--- src/logic/spi_cfg.svh ---
// build-time sizing for the quad SPI master
// include wherever lane, word, slave or divider counts are needed
`ifndef SPI_CFG_SVH
`define SPI_CFG_SVH

// data lanes, one byte per lane per frame
`define SPI_LANES 4

// bits per frame across all lanes
`define SPI_WORD_BITS 32

// chip selects on the bus
`define SPI_SLAVES 4

// sclk cycles per sck half period
`define SPI_CLK_DIV 4

`endif
--- src/logic/spi_ctrl_pkg.sv ---
// control-side types for the SPI frame controller
// state encoding and the CPOL/CPHA mode pair
package spi_ctrl_pkg;

  // frame sequencing
  typedef enum logic [1:0] {
    IDLE  = 2'd0,
    SETUP = 2'd1,
    SHIFT = 2'd2,
    HOLD  = 2'd3
  } spi_state_t;

  // {cpol, cpha}
  typedef logic [1:0] spi_mode_t;

  // bit positions inside spi_mode_t
  localparam int MODE_CPOL = 1;
  localparam int MODE_CPHA = 0;

endpackage

--- src/logic/spi_types_pkg.sv ---
// data-path types shared by the quad SPI master blocks
// import into any module that moves words, lane bytes or selects
`include "spi_cfg.svh"

package spi_types_pkg;

  // whole frame, tx or rx
  typedef logic [`SPI_WORD_BITS-1:0] spi_word_t;

  // one lane's share of the frame
  typedef logic [`SPI_WORD_BITS/`SPI_LANES-1:0] spi_byte_t;

  // slave number
  typedef logic [$clog2(`SPI_SLAVES)-1:0] spi_sel_t;

  // chip selects, active low
  typedef logic [`SPI_SLAVES-1:0] spi_cs_t;

endpackage

--- src/logic/spi_lane_if.sv ---
// strobes and lane bytes from the frame controller to the lanes
// ctrl drives, lane consumes bit strobes, drain watches frame end
`timescale 1ns/1ps
`include "spi_cfg.svh"

interface spi_lane_if
  import spi_types_pkg::*;
();

  // one-cycle pulse at frame start
  logic      load;
  // per-lane tx bytes, lane j gets byte j
  spi_byte_t tx_byte [`SPI_LANES];
  // next mosi bit out
  logic      launch;
  // shift miso in
  logic      sample;
  // one-cycle pulse after the last sample
  logic      frame_end;

  modport ctrl  (output load, tx_byte, launch, sample, frame_end);
  modport lane  (input load, tx_byte, launch, sample);
  modport drain (input frame_end);

endinterface

--- src/logic/spi_quad_master.sv ---
// quad-lane SPI master top level with plain ports
// one start strobe sends tx_data on four lanes and returns rx_data at done
`timescale 1ns/1ps
`include "spi_cfg.svh"

module spi_quad_master
  import spi_types_pkg::*;
(
  input  logic                  sclk,
  input  logic                  arst_n,
  input  logic                  start,
  input  spi_word_t             tx_data,
  input  spi_sel_t              sel,
  input  logic                  cpol,
  input  logic                  cpha,
  input  logic [`SPI_LANES-1:0] miso,
  output logic                  sck,
  output spi_cs_t               cs_n,
  output logic [`SPI_LANES-1:0] mosi,
  output logic                  busy,
  output spi_word_t             rx_data,
  output logic                  done
);

  spi_lane_if lane_bus ();

  // per-lane rx bytes into the assembler
  spi_byte_t lane_rx [`SPI_LANES];

  spi_frame_ctrl ctrl0 (
    .sclk    (sclk),
    .arst_n  (arst_n),
    .start   (start),
    .tx_data (tx_data),
    .sel     (sel),
    .cpol    (cpol),
    .cpha    (cpha),
    .sck     (sck),
    .cs_n    (cs_n),
    .busy    (busy),
    .lanes   (lane_bus.ctrl)
  );

  // ------------------------------------------------------------
  // lanes
  // ------------------------------------------------------------
  for (genvar j = 0; j < `SPI_LANES; j++) begin : g_lane
    spi_lane_shifter #(.LANE(j)) lane (
      .sclk    (sclk),
      .arst_n  (arst_n),
      .bus     (lane_bus.lane),
      .miso    (miso[j]),
      .mosi    (mosi[j]),
      .rx_byte (lane_rx[j])
    );
  end

  spi_rx_assembler asm0 (
    .sclk     (sclk),
    .arst_n   (arst_n),
    .bus      (lane_bus.drain),
    .rx_bytes (lane_rx),
    .rx_data  (rx_data),
    .done     (done)
  );

endmodule

--- src/logic/spi_rx_assembler.sv ---
// builds the received word from the lane bytes at frame end
// rx_data holds until the next done pulse
`timescale 1ns/1ps
`include "spi_cfg.svh"

module spi_rx_assembler
  import spi_types_pkg::*;
(
  input  logic      sclk,
  input  logic      arst_n,
  spi_lane_if.drain bus,
  input  spi_byte_t rx_bytes [`SPI_LANES],
  output spi_word_t rx_data,
  output logic      done
);

  localparam int BYTE_BITS = $bits(spi_byte_t);

  spi_word_t word;

  // lane j lands in byte j
  for (genvar j = 0; j < `SPI_LANES; j++) begin : g_pack
    assign word[j*BYTE_BITS +: BYTE_BITS] = rx_bytes[j];
  end

  always_ff @(posedge sclk) begin
    if (bus.frame_end) rx_data <= word;
  end

  // done lines up with the new rx_data
  always_ff @(posedge sclk or negedge arst_n) begin
    if (!arst_n) done <= 1'b0;
    else done <= bus.frame_end;
  end

  a_done_pulse: assert property (@(posedge sclk) disable iff (!arst_n) done |=> !done);

endmodule

--- src/logic/spi_lane_shifter.sv ---
// one SPI data lane, msb first
// shifts its tx byte out on mosi and collects miso into rx_byte
`timescale 1ns/1ps

module spi_lane_shifter
  import spi_types_pkg::*;
#(
  parameter int LANE = 0
) (
  input  logic      sclk,
  input  logic      arst_n,
  spi_lane_if.lane  bus,
  input  logic      miso,
  output logic      mosi,
  output spi_byte_t rx_byte
);

  spi_byte_t tx_sh;
  spi_byte_t rx_sh;
  logic      loaded;

  // ------------------------------------------------------------
  // transmit
  // ------------------------------------------------------------
  always_ff @(posedge sclk or negedge arst_n) begin
    if (!arst_n) begin
      tx_sh <= '0;
    end else if (bus.load) begin
      // msb hits the pin with load
      tx_sh <= bus.tx_byte[LANE];
    end else if (bus.launch) begin
      tx_sh <= {tx_sh[$bits(spi_byte_t)-2:0], 1'b0};
    end
  end

  assign mosi = tx_sh[$bits(spi_byte_t)-1];

  // ------------------------------------------------------------
  // receive
  // ------------------------------------------------------------
  always_ff @(posedge sclk) begin
    if (bus.sample) rx_sh <= {rx_sh[$bits(spi_byte_t)-2:0], miso};
  end

  assign rx_byte = rx_sh;

  // set by the first load, never cleared
  always_ff @(posedge sclk or negedge arst_n) begin
    if (!arst_n) loaded <= 1'b0;
    else if (bus.load) loaded <= 1'b1;
  end

  a_sample_after_load: assert property (@(posedge sclk) disable iff (!arst_n)
    bus.sample |-> loaded);

endmodule

--- src/logic/spi_frame_ctrl.sv ---
// frame timing for the quad SPI master
// owns the divider, sck, chip selects and the lane strobes
`timescale 1ns/1ps
`include "spi_cfg.svh"

module spi_frame_ctrl
  import spi_types_pkg::*;
  import spi_ctrl_pkg::*;
(
  input  logic      sclk,
  input  logic      arst_n,
  input  logic      start,
  input  spi_word_t tx_data,
  input  spi_sel_t  sel,
  input  logic      cpol,
  input  logic      cpha,
  output logic      sck,
  output spi_cs_t   cs_n,
  output logic      busy,
  spi_lane_if.ctrl  lanes
);

  localparam int BYTE_BITS = $bits(spi_byte_t);
  localparam int EDGES     = 2 * BYTE_BITS;
  localparam int DIV_W     = (`SPI_CLK_DIV > 1) ? $clog2(`SPI_CLK_DIV) : 1;
  localparam int EDGE_W    = $clog2(EDGES);

  spi_state_t        state;
  logic [DIV_W-1:0]  div_cnt;
  logic [EDGE_W-1:0] edge_cnt;
  spi_mode_t         mode_q;
  spi_sel_t          sel_q;
  spi_word_t         tx_q;
  logic              div_end;
  logic              accept;
  logic              tick;
  logic              leading;
  logic              load_q;
  logic              launch_q;
  logic              sample_q;
  logic              end_q;

  assign div_end = (div_cnt == DIV_W'(`SPI_CLK_DIV - 1));
  assign accept  = (state == IDLE) && start;
  // sck edge due this cycle
  assign tick    = (state == SHIFT) && div_end;
  // even edges are leading
  assign leading = ~edge_cnt[0];

  // ------------------------------------------------------------
  // state, divider and sck
  // ------------------------------------------------------------
  always_ff @(posedge sclk or negedge arst_n) begin
    if (!arst_n) begin
      state    <= IDLE;
      div_cnt  <= '0;
      edge_cnt <= '0;
      mode_q   <= '0;
      sel_q    <= '0;
      sck      <= 1'b0;
    end else begin
      div_cnt <= div_end ? '0 : div_cnt + 1'b1;
      case (state)
        IDLE: begin
          div_cnt  <= '0;
          edge_cnt <= '0;
          if (start) begin
            state  <= SETUP;
            mode_q <= {cpol, cpha};
            sel_q  <= sel;
            // park sck at the new idle level
            sck    <= cpol;
          end
        end
        SETUP: if (div_end) state <= SHIFT;
        SHIFT: begin
          if (div_end) begin
            sck      <= ~sck;
            edge_cnt <= edge_cnt + 1'b1;
            if (edge_cnt == EDGE_W'(EDGES - 1)) state <= HOLD;
          end
        end
        HOLD: if (div_end) state <= IDLE;
        default: state <= IDLE;
      endcase
    end
  end

  // ------------------------------------------------------------
  // lane strobes
  // ------------------------------------------------------------
  always_ff @(posedge sclk or negedge arst_n) begin
    if (!arst_n) begin
      load_q   <= 1'b0;
      launch_q <= 1'b0;
      sample_q <= 1'b0;
      end_q    <= 1'b0;
    end else begin
      load_q   <= accept;
      end_q    <= (state == HOLD) && div_end;
      // msb already out from load, so first cpha1 and last cpha0 launch are dropped
      launch_q <= tick && (leading ? (mode_q[MODE_CPHA] && edge_cnt != '0)
                                   : (!mode_q[MODE_CPHA] && edge_cnt != EDGE_W'(EDGES - 1)));
      // cpha0 samples leading, cpha1 trailing
      sample_q <= tick && (leading ^ mode_q[MODE_CPHA]);
    end
  end

  // tx word kept for the load one cycle later
  always_ff @(posedge sclk) begin
    if (accept) tx_q <= tx_data;
  end

  assign lanes.load      = load_q;
  assign lanes.launch    = launch_q;
  assign lanes.sample    = sample_q;
  assign lanes.frame_end = end_q;

  // byte j to lane j
  for (genvar j = 0; j < `SPI_LANES; j++) begin : g_split
    assign lanes.tx_byte[j] = tx_q[j*BYTE_BITS +: BYTE_BITS];
  end

  // select low only while a frame runs
  always_comb begin
    cs_n        = '1;
    if (state != IDLE) cs_n[sel_q] = 1'b0;
  end

  assign busy = (state != IDLE);

  // ------------------------------------------------------------
  // checks
  // ------------------------------------------------------------
  // at most one select low, and it holds for the whole frame
  a_one_cs: assert property (@(posedge sclk) disable iff (!arst_n)
    $onehot0(~cs_n) && (!(busy && $past(busy)) || $stable(cs_n)));
  a_idle_sck: assert property (@(posedge sclk) disable iff (!arst_n)
    (&cs_n) |-> (sck == mode_q[MODE_CPOL]));
  // strobes follow an sck edge, never both at once
  a_strobe_excl: assert property (@(posedge sclk) disable iff (!arst_n)
    (lanes.launch || lanes.sample) |-> (!(lanes.launch && lanes.sample) && $changed(sck)));

endmodule

--- config.mk ---
export PLATFORM = sky130hd
export DESIGN_NAME = spi_quad_master
export DESIGN_NICKNAME = d
export VERILOG_FILES = /design/src/logic/spi_ctrl_pkg.sv /design/src/logic/spi_types_pkg.sv /design/src/logic/spi_lane_if.sv /design/src/logic/spi_quad_master.sv /design/src/logic/spi_rx_assembler.sv /design/src/logic/spi_lane_shifter.sv /design/src/logic/spi_frame_ctrl.sv
export VERILOG_INCLUDE_DIRS = /design/src /design/src/logic
export SDC_FILE = /design/constraint.sdc
export NUM_CORES = 1
export LEC_CHECK = 0
export BUFFER_PORTS_ARGS = -buffer_cell sky130_fd_sc_hd__buf_4
export CAP_MARGIN = 20
export CORE_MARGIN = 4
export CORE_UTILIZATION = 50
export CTS_CLUSTER_SIZE = 16
export DETAILED_ROUTE_END_ITERATION = 7
export PLACE_DENSITY = 0.76
export SYNTH_ARGS = -nofsm -noshare
export SYNTH_HDL_FRONTEND = slang
export SYNTH_SLANG_ARGS = --single-unit
--- constraint.sdc ---
create_clock -name sclk -period 2 [get_ports sclk]
set_input_delay 0.1 -clock sclk [delete_from_list [all_inputs] [get_ports sclk]]
set_output_delay 0.1 -clock sclk [all_outputs]
set_load 0.02 [all_outputs]
After elaboration in Yosys (flattened, before gate mapping)
Cells that the tools add are included.
{ "word_totals": {"ramBits": 0, "mem_count": 0, "latch_bits": 0, "out_inout_bits": 43, "register_bits": 145, "mem_bits_ro": 0} }
{ "op_classes": {"eq_ne": 11, "n_mul": 0, "reduce_logical": 18, "n_bitwise": 4, "magnitude_cmp": 2, "n_div": 0, "shift": 0, "n_mux": 25, "add_sub_neg": 2} }
{ "ops": {"columns": ["operator", "count"], "rows": [
  ["8-bit two-way mux", 8],
  ["2-bit two-way mux", 7],
  ["1-bit logical AND", 8],
  ["4-bit two-way mux", 2],
  ["2-bit case mux with 4 select lines", 1],
  ["4-bit case mux with 2 select lines", 1],
  ["2-bit equality test, second input constant", 3],
  ["2-bit by 1-bit inequality test with 1-bit output, second input constant", 3],
  ["2-bit nonzero test", 3],
  ["5-bit AND reduction", 1],
  ["4-bit by 1-bit adder with 4-bit output, second input constant", 1],
  ["4-bit equality test, second input constant", 1],
  ["1-bit two-way mux", 4],
  ["2-bit inequality test, second input constant", 2],
  ["4-bit inequality test, second input constant", 1],
  ["4-bit NOT", 1],
  ["2-bit AND reduction", 2],
  ["4-bit nonzero test", 1],
  ["2-bit by 3-bit < comparator with 1-bit output, second input constant", 1],
  ["3-bit AND reduction", 1],
  ["2-bit by 1-bit adder with 2-bit output, second input constant", 1],
  ["1-bit demux with 2-bit select", 1],
  ["2-bit by 1-bit equality test with 1-bit output, second input constant", 1],
  ["2-bit by 1-bit >= comparator with 1-bit output, second input constant", 1],
  ["other kinds (5)", 6]
]} }

Logic depth before layout (Yosys ltp)
{ "logic_depth": {"depth_word": 6, "mapped_depth": 6} }

Hierarchy
A second synthesis with hierarchy kept.
{ "hier_totals": {"hier_cells": 314, "area_unflattened_um2": 5262.5} }
{ "by_module_without_submodules": {"columns": ["mod", "area_each_um2", "instances", "seq_area_each_um2", "cells_per_inst"], "rows": [
  ["spi_lane_shifter", 609.3, 4, 440.4, 42],
  ["spi_frame_ctrl", 1839.3, 1, 1361.3, 113],
  ["spi_rx_assembler", 985.9, 1, 985.9, 33]
]} }

Least setup slack after synthesis
Ideal clock, no wire load.
{ "synth_path": {"path_type": "register to register", "from": "reg ctrl0.state[0]", "to": "reg ctrl0.tx_q[0] (enable)", "n_path_buf": 1, "synth_period_minus_slack_ps": 2032, "t_arrival_ps": 1644, "path_slack_ps": -32, "stages_incl_launch_ff": 6, "setup_ps": 388, "required_ps": 1612, "cell_sequence": "dfrtp_1 inv_1 ha_1 clkbuf_1 nand2_1 inv_1"} }
{ "synth_via": {"elab_chain_cells": 2} }
{ "synth_lines": {"columns": ["element", "line", "source"], "rows": [
  ["from (decl)", "spi_frame_ctrl.sv:28", "spi_state_t state;"],
  ["from (signal assigned)", "spi_frame_ctrl.sv:55", "state <= IDLE;"],
  ["from (signal assigned)", "spi_frame_ctrl.sv:68", "state <= SETUP;"],
  ["from (signal assigned)", "spi_frame_ctrl.sv:75", "SETUP: if (div_end) state <= SHIFT;"],
  ["2-bit zero test", "spi_frame_ctrl.sv:44", "assign accept = (state == IDLE) && start;"],
  ["1-bit logical AND", "spi_frame_ctrl.sv:44", null],
  ["via ctrl0.accept", "spi_frame_ctrl.sv:35", "logic accept;"],
  ["to (signal assigned)", "spi_frame_ctrl.sv:111", "if (accept) tx_q <= tx_data;"],
  ["to (decl)", "spi_frame_ctrl.sv:33", "spi_word_t tx_q;"]
]} }
The timed path passes the listed nets, and every way through them passes these cells.
A chain may end at the register's enable or synchronous reset.

Worst setup path in the final report
{ "layout_path": {"from": "reg ctrl0.state[0]", "to": "out cs_n[0]"} }
{ "layout_via": {"elab_chain_cells": 2} }
{ "layout_lines": {"columns": ["element", "line", "source"], "rows": [
  ["2-bit nonzero test", "spi_frame_ctrl.sv:127", "if (state != IDLE) cs_n[sel_q] = 1'b0;"],
  ["4-bit two-way mux", "spi_frame_ctrl.sv:127", null],
  ["to (decl)", "spi_quad_master.sv:18", "output spi_cs_t cs_n,"]
]} }
Every way passes these cells.

==> results.md <==
- Nets: 511
- Total track usage: 0.169
- Setup_tns: 0 ps
- Element type at the critical path end: output pin
- Num CTS Buffers: 17
- Antenna violations before repair: 0
- Setup Crit Path Kind: reg -> out
- Share of cells above drive strength 1: 0.278
- CTS tree: yes
- TritonCTS Sinks: 145
- DRC viols: 0
- VDD IR max: 538 uV
- Main combinational cell family by area after synthesis: multiplexers
- Synth top area cells: edfxtp_1 55%, dfrtp_1 24%, mux2i_1 5.4%
- Placer Congestion: 0.735
- Worst setup SP type: flip-flop
- Syn nets: 372
- WP data arrival: 1780 ps
- Clock skew: 25.3 ps
- Most common flop cell mapped by yosys: edfxtp_1
- Synth Area in Simple Gates: 0.0540
- Final hold slack: 64.8 ps
- DR iter-0 viols: 124
- Post-layout minimum cycle time: 1880 ps
- Clk_lat worst skew: 510 ps
- Max-cap violations: 0
- Final hold vios: 0
- Total wire length: 9490 um
- Pre-CTS setup slack: 147 ps
- Crit-path cells: inv_1 -> ha_1 -> buf_4 -> nor2_1 -> nand2_1 -> buf_4
- Cell Pwr Density: 895 nW/um^2
- Num rows: 37
- Root Driver: clkbuf_8
- Routed wire per std cell: 15.6 um
- Post-Synth Adder-Cell Area: 0.0168
- Ports: 86
- Post-synthesis sequential area ratio: 0.789
- Hold Path Class: in -> reg
- CP max stage cell: dfrtp_1
- Fin area: 7010 sq um
- Area delta synth->final: 34.5%
- CP required: 1900 ps
- Worst-Margin Slew: 636 ps
- Via-per-instance ratio: 4.91
- Initial Util: 0.509
- DRT Pass-1 Iters: 5
- Yosys reg bits: 145
- Count leader, synth: edfxtp_1
- Die ar.: 12,100 sq um
- Cell count after placement: 534
- Post-synth EDFFs: 96
- Post-Layout Cell Count: 610
- Fmax: 0.532 GHz
- Max-slew violation count: 0
- Die width: 110 um
- Fillers: 685
- Post-synth cell types: 30
- Vias in the first global route: 3,047
- Critical path buffers and inverters: 3
- DPL Wire Length: 5330 um
- Cts repair resizes: 0
- Max incr delay on CP: 400 ps
- # setup viols final: 0
- Slew HR: 0.576
- Antenna diode count: 0
- FFs w/ async S/R, synth: 0.338
- Worst Path Max Fanout: 7
- Worst-path clk slew: 70 ps
- Fin crit share: 0.940
- Syn avg cell area: 16.2 sq um
- Clock Path Buffers: 2
- Final ANT Viol Nets: 0
- Synth top area share: 0.553
- First-pass GRT wire length: 15,100 um
- Final Util: 0.685
- Height of the chip: 110 um
- Leak: 2.74 nW
- Largest area contributor in the netlist: edfxtp_1
- Core outline area: 10,200 sq um
- CP top delay family: buffers and inverters
- Status: completed
- RSZ-0062 raised after global routing: false
- Largest net degree at the start of global routing: 50
- Tot Pwr: 6.27 mW
- Ys Warns: 0
- Xor/xnor share of the synthesized area: 0.00336
- Grt ovf: 0
- Port Buffers: 85
- Cell repeated most along the worst path: buf_4
- Most frequent cells after synthesis: 96 x edfxtp_1, 49 x dfrtp_1, 37 x o21ai_0
- Total number of vias: 2,995
- Final WS setup: 120 ps
- Post-Syn Area: 5210 sq um
- Post-synthesis compound-gate area fraction: 0.0545
- DP Area: 6020 sq um
- Mux cell area share after synthesis: 0.0603
- Max H-tree Level: 4
- Post-synthesis cell count: 322
metal layers:
| layer | global-route usage | vias up | wire, um |
|---|---|---|---|
| met2 | 0.269 | 96 | 4720 |
| met4 | 0.0703 | 0 | 155 |
| met5 | 0 | - | 0 |
| met3 | 0.0524 | 12 | 539 |
| li1 | - | 1443 | - |
| met1 | 0.215 | 1444 | 4080 |
kinds of logic after synthesis:
logic type / count (synthesis)
compound gates: 49
xor+xnor: 2
fa+ha+maj: 7
buf+inv: 26
flops: 145
mux: 31
simple gates: 62
worst paths after layout:
path / start / end / slack, ps / depth (start not counted)
min in group asynchronous: arst_n / g_lane[0].lane.tx_sh[7] / 150 / 2
worst max register to register: ctrl0.state[0] / ctrl0.state[1] / 120 / 5
max in group asynchronous: arst_n / asm0.done / 1410 / 2
worst max-delay path: ctrl0.state[0] / cs_n[0] / 120 / 6
worst min-delay path: cpol / ctrl0.sck / 60 / 4
worst min register to register: g_lane[2].lane.rx_byte[7] / asm0.rx_data[23] / 420 / 0
state kept, by name, summed over array words and instances, names as in the netlist:
signal,flops
asm0.done,1
asm0.rx_data,32
ctrl0.div_cnt,2
ctrl0.edge_cnt,4
ctrl0.lanes.frame_end,1
ctrl0.lanes.launch,1
ctrl0.lanes.load,1
ctrl0.lanes.sample,1
ctrl0.mode_q,1
ctrl0.sck,1
ctrl0.sel_q,2
ctrl0.state,2
ctrl0.tx_q,32
g_lane.lane.rx_byte,32
g_lane.lane.tx_sh,32
placed cells by master, fill, tap and decap left out, drive strengths merged:
cell type	instances
a21oi	3
nand2b	5
xor2	1
clkbuf	19
mux2	3
a2bb2oi	2
clkinv	1
clkinvlp	4
and2	1
and3	1
dfrtp	49
edfxtp	96
dlygate4sd3	42
a21boi	1
o21ai	37
buf	96
nand4	1
nor3	3
a221oi	1
or3	1
a32o	1
nand3	6
xnor2	1
a22o	3
nor2b	4
mux2i	28
a21o	1
inv	16
nand2	36
ha	7
nor2	4
repair_timing:
item / 4_1_cts / 5_1_grt
endpoints found under the hold margin: 89 / 0
endpoints found under the setup margin: 0 / 1
hold buffers: 42 / 0
buffers inserted: 0 / 2
worst reg2reg max path: cells and delay by family, from the launching register on:
kind                     cells  cell delay [ps]
multiplexers                 1              350
flip-flops                   1              420
adder cells (fa/ha/maj)      1              200
buffers and inverters        1              150
AO/OA/AOI/OAI                1              280
AND/OR/NAND/NOR              1              380
where the power goes:
group	internal, mW	switching (mW)	leakage (nW)
Clock	1.64	1.26	0.266
Combinational	0.111	0.0578	0.956
Sequential	3.19	0.00811	1.51
final cells by class:
cell class / instances / area, sq um / share of cell area
flip-flops and latches: 145 / 4110 / 0.586
repair buffers: 138 / 1150 / 0.165
multi-input cells: 151 / 985 / 0.141
clock buffers: 19 / 443 / 0.0632
well taps: 136 / 170 / 0.0243
clock inverters: 13 / 113 / 0.0161
inverters: 8 / 33.8 / 0.00482
(Power assumes the default switching activity.)
